File: src/rtl/controller_pkg.sv
package controller_pkg;

    // one bit per button, bit 0 is the first bit out of the pad (A)
    // a 1 means the button is held down
    typedef logic [7:0] buttons_t;

    localparam int BUTTON_COUNT = 8; // serial bits in one poll

    // ##################################################
    // status byte layout
    // ##################################################

    localparam int STATUS_IRQ_BIT  = 0;
    localparam int STATUS_BUSY_BIT = 1; // remaining bits read back as zero

endpackage

File: src/rtl/bus_map_pkg.sv
package bus_map_pkg;

    // ##################################################
    // external memories
    // ##################################################

    localparam logic [15:0] RAM_BASE = 16'h0000;
    localparam logic [15:0] RAM_LAST = 16'h3FFF;
    localparam logic [15:0] ROM_BASE = 16'h8000; // rom runs to the top of the map

    // ##################################################
    // controller registers
    // ##################################################

    localparam logic [15:0] CONTROLLER_BASE = 16'h4100; // controller n sits at base + n
    localparam logic [15:0] STATUS_ADDR     = 16'h4110;
    localparam logic [15:0] FETCH_ADDR      = 16'h4111;
    localparam logic [15:0] IRQ_CLEAR_ADDR  = 16'h4112;

    typedef struct packed {
        logic       ram;
        logic       rom;
        logic       controller;
        logic [3:0] controller_index;
        logic       status;
        logic       fetch;
        logic       irq_clear;
    } bus_select_t;

endpackage
File: src/rtl/controller_link_if.sv
`timescale 1ns/10ps

interface controller_link_if;

    logic latch;      // goes straight to the pad latch pin
    logic serial_clk; // goes straight to the pad clock pin
    logic sample;     // receivers take one bit on this strobe
    logic done;       // last bit is in, poll is over

    modport sequencer (
        output latch,
        output serial_clk,
        output sample,
        output done
    );

    modport receiver (
        input sample,
        input latch
    );

    modport readback (
        input done
    );

endinterface

File: src/rtl/console_io_top.sv
`timescale 1ns/10ps

module console_io_top #(
    parameter int NUM_CONTROLLERS = 2,
    parameter int HALF_PERIOD     = 4
) (
    input  logic                         cpu_clk,
    input  logic                         rst,

    input  logic [15:0]                  cpu_address,
    input  logic                         write_enable,
    output logic [7:0]                   data_out,
    output logic                         fpga_data_enable,

    output logic                         select_ram_b,
    output logic                         select_rom_b,
    output logic                         poll_irq_b,

    output logic                         controller_latch,
    output logic                         controller_clk,
    input  logic [NUM_CONTROLLERS-1:0]   controller_data_in_b,
    output logic [NUM_CONTROLLERS*8-1:0] controller_buttons_out
);

    bus_map_pkg::bus_select_t                       select;
    controller_pkg::buttons_t [NUM_CONTROLLERS-1:0] live_buttons; // bytes still being shifted
    logic                                           fetch_start;
    logic                                           busy;
    logic                                           poll_irq;

    controller_link_if link ();

    assign controller_latch = link.latch;
    assign controller_clk   = link.serial_clk;
    assign poll_irq_b       = ~poll_irq;

    address_decoder #(
        .NUM_CONTROLLERS(NUM_CONTROLLERS)
    ) u_address_decoder (
        .cpu_address (cpu_address),
        .select      (select),
        .select_ram_b(select_ram_b),
        .select_rom_b(select_rom_b)
    );

    fetch_sequencer #(
        .HALF_PERIOD(HALF_PERIOD)
    ) u_fetch_sequencer (
        .cpu_clk(cpu_clk),
        .rst    (rst),
        .start  (fetch_start),
        .busy   (busy),
        .link   (link)
    );

    // ##################################################
    // one receiver per pad
    // ##################################################

    for (genvar i = 0; i < NUM_CONTROLLERS; i++) begin : g_receiver
        controller_receiver u_controller_receiver (
            .cpu_clk  (cpu_clk),
            .rst      (rst),
            .data_in_b(controller_data_in_b[i]),
            .link     (link),
            .buttons  (live_buttons[i])
        );
    end

    button_readback #(
        .NUM_CONTROLLERS(NUM_CONTROLLERS)
    ) u_button_readback (
        .cpu_clk         (cpu_clk),
        .rst             (rst),
        .select          (select),
        .write_enable    (write_enable),
        .buttons         (live_buttons),
        .busy            (busy),
        .link            (link),
        .fetch_start     (fetch_start),
        .irq             (poll_irq),
        .data_out        (data_out),
        .fpga_data_enable(fpga_data_enable),
        .buttons_out     (controller_buttons_out)
    );

endmodule

File: src/rtl/button_readback.sv
`timescale 1ns/10ps

module button_readback #(
    parameter int NUM_CONTROLLERS = 2
) (
    input  logic                                        cpu_clk,
    input  logic                                        rst,
    input  bus_map_pkg::bus_select_t                    select,
    input  logic                                        write_enable,
    input  controller_pkg::buttons_t [NUM_CONTROLLERS-1:0] buttons,
    input  logic                                        busy,
    controller_link_if.readback                         link,
    output logic                                        fetch_start,
    output logic                                        irq,
    output logic [7:0]                                  data_out,
    output logic                                        fpga_data_enable,
    output controller_pkg::buttons_t [NUM_CONTROLLERS-1:0] buttons_out
);

    controller_pkg::buttons_t [NUM_CONTROLLERS-1:0] snapshot;
    logic [7:0] status_byte;
    logic       cpu_read;

    assign cpu_read = !write_enable;

    // a fetch during a poll just falls on the floor
    assign fetch_start = write_enable && select.fetch && !busy;

    // ##################################################
    // snapshot and interrupt
    // ##################################################

    always_ff @(posedge cpu_clk) begin
        if (rst) begin
            snapshot <= '0;
            irq      <= 1'b0;
        end else if (link.done) begin
            snapshot <= buttons; // all pads in one go
            irq      <= 1'b1;    // done beats a clear on the same cycle
        end else if (write_enable && select.irq_clear) begin
            irq <= 1'b0;
        end
    end

    always_comb begin
        status_byte = '0;
        status_byte[controller_pkg::STATUS_IRQ_BIT]  = irq;
        status_byte[controller_pkg::STATUS_BUSY_BIT] = busy;
    end

    // ##################################################
    // cpu read mux
    // ##################################################

    always_comb begin
        data_out = '0;
        if (cpu_read && select.controller) begin
            data_out = snapshot[select.controller_index]; // decoder keeps the index in range
        end else if (cpu_read && select.status) begin
            data_out = status_byte;
        end
    end

    assign fpga_data_enable = cpu_read && (select.controller || select.status);
    assign buttons_out      = snapshot;

    irq_follows_done: assert property (@(posedge cpu_clk) disable iff (rst)
        $rose(irq) |-> $past(link.done));

endmodule

File: src/rtl/controller_receiver.sv
`timescale 1ns/10ps

module controller_receiver (
    input  logic                  cpu_clk,
    input  logic                  rst,
    input  logic                  data_in_b,
    controller_link_if.receiver   link,
    output controller_pkg::buttons_t buttons
);

    controller_pkg::buttons_t shift_q;

    // bits enter at the top and walk down, so the first one ends up in bit 0
    always_ff @(posedge cpu_clk) begin
        if (rst) begin
            shift_q <= '0;
        end else if (link.sample) begin
            if (link.latch) begin
                shift_q <= {~data_in_b, 7'b0}; // first bit of a new byte
            end else begin
                shift_q <= {~data_in_b, shift_q[7:1]};
            end
        end
    end

    assign buttons = shift_q;

    // the latch window holds exactly one sample
    one_latch_sample: assert property (@(posedge cpu_clk) disable iff (rst)
        (link.sample && link.latch) |=> (!link.sample until !link.latch));

endmodule

File: src/rtl/fetch_sequencer.sv
`timescale 1ns/10ps

module fetch_sequencer #(
    parameter int HALF_PERIOD = 4
) (
    input  logic cpu_clk,
    input  logic rst,
    input  logic start,
    output logic busy,
    controller_link_if.sequencer link
);

    localparam int CNT_W = $clog2(2 * HALF_PERIOD);
    localparam int BIT_W = $clog2(controller_pkg::BUTTON_COUNT);

    localparam logic [CNT_W-1:0] LATCH_LAST = CNT_W'(2 * HALF_PERIOD - 1);
    localparam logic [CNT_W-1:0] HALF_LAST  = CNT_W'(HALF_PERIOD - 1);
    localparam logic [BIT_W-1:0] BIT_LAST   = BIT_W'(controller_pkg::BUTTON_COUNT - 1);

    typedef enum logic [1:0] {
        st_idle,
        st_latch,
        st_low,
        st_high
    } state_t;

    state_t           state;
    logic [CNT_W-1:0] cnt;     // cycles spent in the current phase
    logic [BIT_W-1:0] bit_cnt; // which serial slot we are in
    logic             done_q;

    // ##################################################
    // poll state machine
    // ##################################################

    always_ff @(posedge cpu_clk) begin
        if (rst) begin
            state   <= st_idle;
            cnt     <= '0;
            bit_cnt <= '0;
            done_q  <= 1'b0;
        end else begin
            done_q <= 1'b0;
            case (state)
                st_idle: begin
                    if (start) begin
                        state   <= st_latch;
                        cnt     <= '0;
                        bit_cnt <= '0;
                    end
                end
                st_latch: begin
                    if (cnt == LATCH_LAST) begin
                        state <= st_low;
                        cnt   <= '0;
                    end else begin
                        cnt <= cnt + 1'b1;
                    end
                end
                st_low: begin
                    if (cnt == HALF_LAST) begin
                        state <= st_high; // rising edge, pad moves to its next bit
                        cnt   <= '0;
                    end else begin
                        cnt <= cnt + 1'b1;
                    end
                end
                default: begin
                    if (cnt == HALF_LAST) begin
                        cnt <= '0;
                        if (bit_cnt == BIT_LAST) begin
                            state  <= st_idle;
                            done_q <= 1'b1;
                        end else begin
                            state   <= st_low;
                            bit_cnt <= bit_cnt + 1'b1;
                        end
                    end else begin
                        cnt <= cnt + 1'b1;
                    end
                end
            endcase
        end
    end

    assign link.latch      = (state == st_latch);
    assign link.serial_clk = (state == st_high);
    assign link.done       = done_q;

    // bit 0 is taken at the end of latch, the rest at the end of each high phase
    // except the last one, which has no fresh bit behind it
    assign link.sample = ((state == st_latch) && (cnt == LATCH_LAST)) ||
                         ((state == st_high) && (cnt == HALF_LAST) && (bit_cnt != BIT_LAST));

    assign busy = (state != st_idle) || done_q; // held through done so irq and busy swap together

    latch_clk_exclusive: assert property (@(posedge cpu_clk) disable iff (rst)
        !(link.latch && link.serial_clk));

    sample_done_exclusive: assert property (@(posedge cpu_clk) disable iff (rst)
        !(link.sample && link.done));

endmodule

File: src/rtl/address_decoder.sv
`timescale 1ns/10ps

module address_decoder #(
    parameter int NUM_CONTROLLERS = 2
) (
    input  logic [15:0]              cpu_address,
    output bus_map_pkg::bus_select_t select,
    output logic                     select_ram_b,
    output logic                     select_rom_b
);

    logic [15:0] controller_offset;

    // addresses below the base wrap to large values and drop out of the range check
    assign controller_offset = cpu_address - bus_map_pkg::CONTROLLER_BASE;

    always_comb begin
        select = '0;

        select.ram = (cpu_address >= bus_map_pkg::RAM_BASE) &&
                     (cpu_address <= bus_map_pkg::RAM_LAST);
        select.rom = (cpu_address >= bus_map_pkg::ROM_BASE);

        // only pads that exist get a select, the readback trusts this
        select.controller       = (controller_offset < 16'(NUM_CONTROLLERS));
        select.controller_index = controller_offset[3:0];

        select.status    = (cpu_address == bus_map_pkg::STATUS_ADDR);
        select.fetch     = (cpu_address == bus_map_pkg::FETCH_ADDR);
        select.irq_clear = (cpu_address == bus_map_pkg::IRQ_CLEAR_ADDR);
    end

    assign select_ram_b = ~select.ram;
    assign select_rom_b = ~select.rom;

endmodule

File: config.mk
export PLATFORM = sky130hd
export DESIGN_NAME = console_io_top
export DESIGN_NICKNAME = d
export VERILOG_FILES = /design/src/rtl/controller_pkg.sv /design/src/rtl/bus_map_pkg.sv /design/src/rtl/controller_link_if.sv /design/src/rtl/console_io_top.sv /design/src/rtl/button_readback.sv /design/src/rtl/controller_receiver.sv /design/src/rtl/fetch_sequencer.sv /design/src/rtl/address_decoder.sv
export SDC_FILE = /design/constraint.sdc
export NUM_CORES = 1
export LEC_CHECK = 0
export BUFFER_PORTS_ARGS = -buffer_cell sky130_fd_sc_hd__buf_2
export CORE_MARGIN = 5
export CORE_UTILIZATION = 52
export DETAILED_ROUTE_END_ITERATION = 6
export PLACE_DENSITY = 0.89
export SLEW_MARGIN = 5
export SYNTH_ARGS = -nofsm -noshare
export SYNTH_HDL_FRONTEND = slang
export SYNTH_SLANG_ARGS = --single-unit
File: constraint.sdc
create_clock -name cpu_clk -period 2.3 [get_ports cpu_clk]
set_clock_uncertainty 0.1 [all_clocks]
set_input_delay 0.115 -clock cpu_clk [delete_from_list [all_inputs] [get_ports cpu_clk]]
set_output_delay 0.115 -clock cpu_clk [all_outputs]
set_load 0.02 [all_outputs]
# [Yosys cells after proc, flatten, opt, wreduce, memory -nomap -nowiden]
# Index checks and enable logic that the tools add are counted.
[classes] addsub=3 magnitude_cmp=5 n_eq_ne=14 muxes=22 bitwise=7 reduce_logical=24
[ops] operator="16-bit by 15-bit equality test with 1-bit output, second input constant" n=3
[ops] operator="8-bit two-way mux" n=3
[ops] operator="16-bit by 1-bit >= comparator with 1-bit output, second input constant" n=1
[ops] operator="16-bit >= comparator, second input constant" n=1
[ops] operator="16-bit by 14-bit less-or-equal comparator with 1-bit output, second input constant" n=1
[ops] operator="16-bit by 2-bit < comparator with 1-bit output, second input constant" n=1
[ops] operator="16-bit by 15-bit subtractor with 16-bit output, second input constant" n=1
[ops] operator="3-bit two-way mux" n=5
[ops] operator="7-bit two-way mux" n=2
[ops] operator="2-bit two-way mux" n=6
[ops] operator="3-bit case mux with 2 select lines" n=2
[ops] operator="1-bit logical AND" n=10
[ops] operator="4-bit AND reduction" n=2
[ops] operator="1-bit NOT" n=7
[ops] operator="3-bit by 1-bit adder with 3-bit output, second input constant" n=2
[ops] operator="3-bit equality test, second input constant" n=2
[ops] operator="2-bit case mux with 3 select lines" n=1
[ops] operator="2-bit nonzero test" n=3
[ops] operator="5-bit OR reduction" n=1
[ops] operator="2-bit equality test, second input constant" n=2
[ops] operator="4-bit by 2-bit < comparator with 1-bit output, second input constant" n=1
[ops] operator="2-bit by 1-bit != test with 1-bit output, second input constant" n=2
[ops] operator="2-bit != test, second input constant" n=2
[ops] operator="3-bit by 2-bit equality test with 1-bit output, second input constant" n=1
[ops] operator="8 further kinds" n=13
[totals] register_bits=42 output_inout_bits=30 wordCells=84

# [Depth between registers and ports, before layout]
[depth] word_depth=6 ltp_mapped=8 ltp_nobuf=7

# [By module]
# Synthesis repeated with hierarchy kept, for this count alone.
[hier_totals] cells_unflattened=241 area_unflattened_um2=2220.9
[modules_own_cells] mod="button_readback" n_inst=1 cells_each=78 area_per_inst_um2=782.0 seq_area_each_um2=340.3
[modules_own_cells] mod="controller_receiver" n_inst=2 cells_each=36 area_per_inst_um2=334.1 seq_area_each_um2=160.2
[modules_own_cells] mod="fetch_sequencer" n_inst=1 cells_each=66 area_per_inst_um2=614.3 seq_area_each_um2=180.2
[modules_own_cells] mod="address_decoder" n_inst=1 cells_each=24 area_per_inst_um2=152.6 seq_area_each_um2=0.0
[modules_own_cells] mod="console_io_top" n_inst=1 cells_each=1 area_per_inst_um2=3.8 seq_area_each_um2=0.0

# [Worst setup path after synthesis]
# No wires, ideal clock.
[synth_timing] path_kind="reg2reg" start="register u_fetch_sequencer.bit_cnt[0]" end="register g_receiver[0].u_controller_receiver.shift_q[2]" arrival_time_ns=1.688 required_ns=2.083 slack_ns=0.396 stages_incl_launch_ff=7 n_path_buf=1 synth_period_minus_slack_ns=1.904 path_cell_list="dfxtp_1 -> ha_1 -> ha_1 -> clkbuf_1 -> o21ai_0 -> nor2_1 -> a22o_1"
[synth_via] elab_chain_cells=3
[synth_rtl] element="from (decl)" line="fetch_sequencer.sv:29" rtl="logic [BIT_W-1:0] bit_cnt;"
[synth_rtl] element="from (signal assigned)" line="fetch_sequencer.sv:76" rtl="bit_cnt <= bit_cnt + 1'b1;"
[synth_rtl] element="3-bit != test" line="fetch_sequencer.sv:93" rtl="((state == st_high) && (cnt == HALF_LAST) && (bit_cnt != BIT_LAST));"
[synth_rtl] element="1-bit logical AND" line="fetch_sequencer.sv:93"
[synth_rtl] element="1-bit logical OR" line="fetch_sequencer.sv:92" rtl="assign link.sample = ((state == st_latch) && (cnt == LATCH_LAST)) ||"
[synth_rtl] element="to (signal assigned)" line="controller_receiver.sv:19" rtl="shift_q <= {~data_in_b, 7'b0};"
[synth_rtl] element="to (signal assigned)" line="controller_receiver.sv:21" rtl="shift_q <= {~data_in_b, shift_q[7:1]};"
[synth_rtl] element="to (decl)" line="controller_receiver.sv:11" rtl="controller_pkg::buttons_t shift_q;"
# No other way between the ends.
# A chain may end at the register's enable or synchronous reset.

# [Worst setup path in the final report]
[layout_timing] start="register u_fetch_sequencer.state[0]" end="register u_fetch_sequencer.bit_cnt[1]"
[layout_via] elab_chain_cells=6 word_cells_on_any_way=14
[layout_rtl] element="from (decl)" line="fetch_sequencer.sv:27" rtl="state_t state;"
[layout_rtl] element="from (signal assigned)" line="fetch_sequencer.sv:38" rtl="state <= st_idle;"
[layout_rtl] element="from (signal assigned)" line="fetch_sequencer.sv:47" rtl="state <= st_latch;"
[layout_rtl] element="from (signal assigned)" line="fetch_sequencer.sv:54" rtl="state <= st_low;"
[layout_rtl] element="2-bit nonzero test" line="fetch_sequencer.sv:95" rtl="assign busy = (state != st_idle) || done_q;"
[layout_rtl] element="1-bit logical OR" line="fetch_sequencer.sv:95"
[layout_rtl] element="1-bit logical NOT" line="button_readback.sv:27" rtl="assign fetch_start = write_enable && select.fetch && !busy;"
[layout_rtl] element="1-bit logical AND" line="button_readback.sv:27"
[layout_rtl] element="2-bit != test (no source line)"
[layout_rtl] element="4-bit AND reduction (no source line)"
# Several ways; a longest one is shown, not always the timed one.

==> reports/results.tsv <==
stage	metric	value	unit
status	status	completed	
floorplan	Core Area	3630	um^2
power	PwrDens	612	nW/um^2
cts	CTS H-Tree Depth	2	
timing	Hold Vio Cnt, Final	0	
detailed_routing	vias	1692	
finish	fillers	295	
global_routing	Total GRT Usage	0.176	
worst_setup_path	CP endpoint kind	register	
power	LEAKAGE	1.03	nW
detailed_routing	vias per cell	5.51	
finish	Design Area, Final	2350	um^2
cts	clock slew at reported path FFs	0.08	ns
worst_setup_path	CP max stage cell	o41ai_1	
cts	CTS tree	yes	
finish	Multi-input gate area	1010	um^2
timing	relative max-transition margin	0.663	
timing	worst setup margin	0.158	ns
synthesis	xor/xnor share of the synthesized area	0	
synthesis	synth unique cells	35	
global_routing	initial antenna violation count	0	
detailed_routing	1st-pass router iterations	4	
worst_setup_path	crit path launch type	register	
power	Worst IR Drop VDD	342	uV
finish	most frequent cells in the layout	buf_2 (50), dfxtp_1 (42), nor2_1 (36)	
finish	register area	841	um^2
worst_setup_path	termination of the worst setup path	u_fetch_sequencer.bit_cnt[1]	
cts	cts repair resizes	0	
global_routing	vias in the first global route	1662	
synthesis	#FFs+latches synth	42	
synthesis	Netlist Area Pre-Place	1940	um^2
worst_setup_path	CP startpoint	u_fetch_sequencer.state[0]	
cts	Post-CTS Setup Bufs	0	
worst_setup_path	Bufs and invs on worst path	1	
synthesis	mux share of post-synthesis cell area	0.129	
synthesis	largest family of logic cells by synthesized area	simple AND/OR/NAND/NOR gates	
floorplan	Die Area	5050	um^2
synthesis	synth top area cells	dfxtp_1 (43%), mux2i_1 (13%), nor2_1 (7.0%)	
worst_setup_path	r2r startpoint	u_fetch_sequencer.state[0]	
finish	layout cells sized above 1	0.274	
worst_setup_path	crit path cell chain	inv_1 > ha_1 > nor2b_1 > nand3_1 > o41ai_1 > nand2_1 > a32o_1	
timing	Hold WS	0.0875	ns
cts	clock root buffer	clkbuf_8	
finish	Antenna diodes	0	
worst_setup_path	Worst Path Arrival	2.23	ns
floorplan	Initial Utilization	0.533	
worst_setup_path	Worst Path Required	2.39	ns
timing	endpoints failing setup	0	
detailed_routing	Routed WL per cell	13.7	um
worst_setup_path	slowest cell delay on critical path	0.40	ns
synthesis	Seq/Total Area, Yosys	0.434	
synthesis	Yosys top cell area share	0.434	
global_routing	first-pass GRT wire length	7120	um
finish	Layout area overhead	21.5	%
timing	Max Fclk	467	MHz
worst_setup_path	Setup CP Type	register to register	
synthesis	Mapped Cells	204	
worst_setup_path	RR Endpoint	u_fetch_sequencer.bit_cnt[1]	
place	Placement Cell Area	2240	um^2
global_routing	GR Overflow Total	0	
cts	Sink Count	42	
detailed_routing	residual DRC count	0	
synthesis	Avg Inst Size Synth	9.50	um^2
synthesis	Compound-Gate Fraction of Synth Area	0.156	
cts	TritonCTS buffer count	5	
timing	fin crit period	2.14	ns
hold_path	worst hold-check path type	input port to register	
worst_setup_path	flop-to-flop setup slack	0.16	ns
synthesis	dominant cell type by area after synthesis	dfxtp_1	
job	max_cap viols	0	
global_routing	pin count of the biggest net entering global routing	20	
cts	Clk Latency, worst-skew pair	0.29	ns
timing	setup TNS	0	ns
timing	fin. max-slew vios	0	
synthesis	Synthesized Nets	235	
floorplan	IO Pins	51	
cts	Clock Tree Buf Depth	2	
worst_setup_path	gate family responsible for the most delay along the worst path	compound AO/OA/AOI/OAI gates	
synthesis	Yosys warning count	0	
timing	fin crit share	0.931	
worst_setup_path	reg2reg path depth	7	
worst_setup_path	largest fanout on the critical path	6	
place	# port buffers	50	
timing	RSZ-0062 raised after global routing	no	
floorplan	Die X	71.1	um
floorplan	# rows	22	
finish	nets	289	
floorplan	Die Ht	71.1	um
place	GP Congestion	0.844	
place	dpl hpwl	3130	um
place	pre-CTS setup slack	0.190	ns
synthesis	Post-Synth Simple-Gate Area	0.172	
finish	most common cell after layout, fill and taps aside	buf_2	
timing	measured slew at the worst slew-check pin	0.504	ns
detailed_routing	total wire length	4220	um
detailed_routing	post-route ant nets	0	
worst_setup_path	Crit path depth	7	
detailed_routing	starting DRC count in detailed routing	74	
synthesis	adder-cell share of the synthesized area	0.0646	
## worst min path at each step
| stage | startpoint | to | slack, ns | cells past startpoint |
|---|---|---|---|---|
| 2_1_floorplan | controller_data_in_b[0] | g_receiver[0].u_controller_receiver.buttons[7] | 0.11 | 1 |
| 3_3_place_gp | controller_data_in_b[0] | g_receiver[0].u_controller_receiver.buttons[7] | 0.20 | 2 |
| 3_5_place_dp | controller_data_in_b[0] | g_receiver[0].u_controller_receiver.buttons[7] | 0.20 | 2 |
| 4_1_cts | rst | u_button_readback.buttons_out[9] | 0.08 | 2 |
| 5_1_grt | rst | u_button_readback.buttons_out[9] | 0.09 | 2 |
| 6_report | rst | u_button_readback.buttons_out[9] | 0.09 | 2 |
## state kept, by name, indices dropped and copies added (netlist names)
register,flops
g_receiver.u_controller_receiver.buttons,16
u_button_readback.buttons_out,16
u_fetch_sequencer.bit_cnt,3
u_fetch_sequencer.cnt,3
u_fetch_sequencer.state,2
u_button_readback.irq,1
u_fetch_sequencer.link.done,1
## per-stage QoR
stage / power (mW) / utilization / std cells
CTS: 1.45 / 0.648 / 307
detailed placement: 0.984 / 0.618 / 297
finish: 1.44 / 0.648 / 307
floorplan: 0.927 / - / 204
global route: 1.51 / 0.648 / 307
global placement: 0.977 / 0.618 / 297
## cells in the mapped netlist
cell type and count:
inv_1 12, nand2_2 1, a31oi_1 1, a211oi_1 3, or4_1 2, a21oi_1 5
buf_1 1, o21ai_0 4, o41ai_1 2, o41ai_4 1, nor4b_2 1, ha_1 10
nand4_2 1, a31o_1 1, nor4_2 2, or4b_1 1, mux2i_1 25, o22ai_1 2
nand2_1 10, dfxtp_1 42, nor2b_1 3, clkbuf_1 6, nor3_1 3, nor2_1 36
a22oi_1 4, a41o_1 1, o21a_1 2, nor3b_1 1, nand2b_1 1, nand3_1 2
or2_2 2, a32o_1 2, buf_2 3, a22o_1 10, nor4_1 1
## kinds of logic after synthesis
logic type / after synthesis
AO/OA/AOI/OAI: 38
AND/OR/NAND/NOR: 67
adder cells (fa/ha/maj): 10
buffers and inverters: 22
multiplexers: 25
flip-flops: 42
## power by group
group	internal (mW)	total [mW]	switching (mW)
logic	0.0887	0.218	0.129
registers	0.742	0.756	0.0141
clock network	0.213	0.467	0.254
## area by class of cell
type | instances | area share
Clock buffer | 5 | 0.0292
Clock inverter | 3 | 0.00903
Inverter | 12 | 0.0191
Multi-Input combinational cell | 140 | 0.429
Sequential cell | 42 | 0.357
Tap cell | 48 | 0.0255
Timing Repair Buffer | 57 | 0.131
## timing repair
action	CTS	global route
hold buffers	2	0
hold endpoints to repair	2	0
endpoints found under the setup margin	0	0
## per-layer routing
layer  GRT usage  vias up  share of wire
met1       0.198      803           0.42
met5           0        -              0
met2       0.297       42           0.50
met4       0.102        0          0.028
li1            -      830              -
met3      0.0497       17          0.058
## worst reg2reg max path: cells and delay by family, from the launching register on
kind,cells,cell delay [ns]
AO/OA/AOI/OAI,2,0.68
AND/OR/NAND/NOR,3,0.52
flip-flops,1,0.35
adder cells (fa/ha/maj),1,0.29
buffers and inverters,1,0.09
No activity file was read; power rests on OpenSTA's default activity.
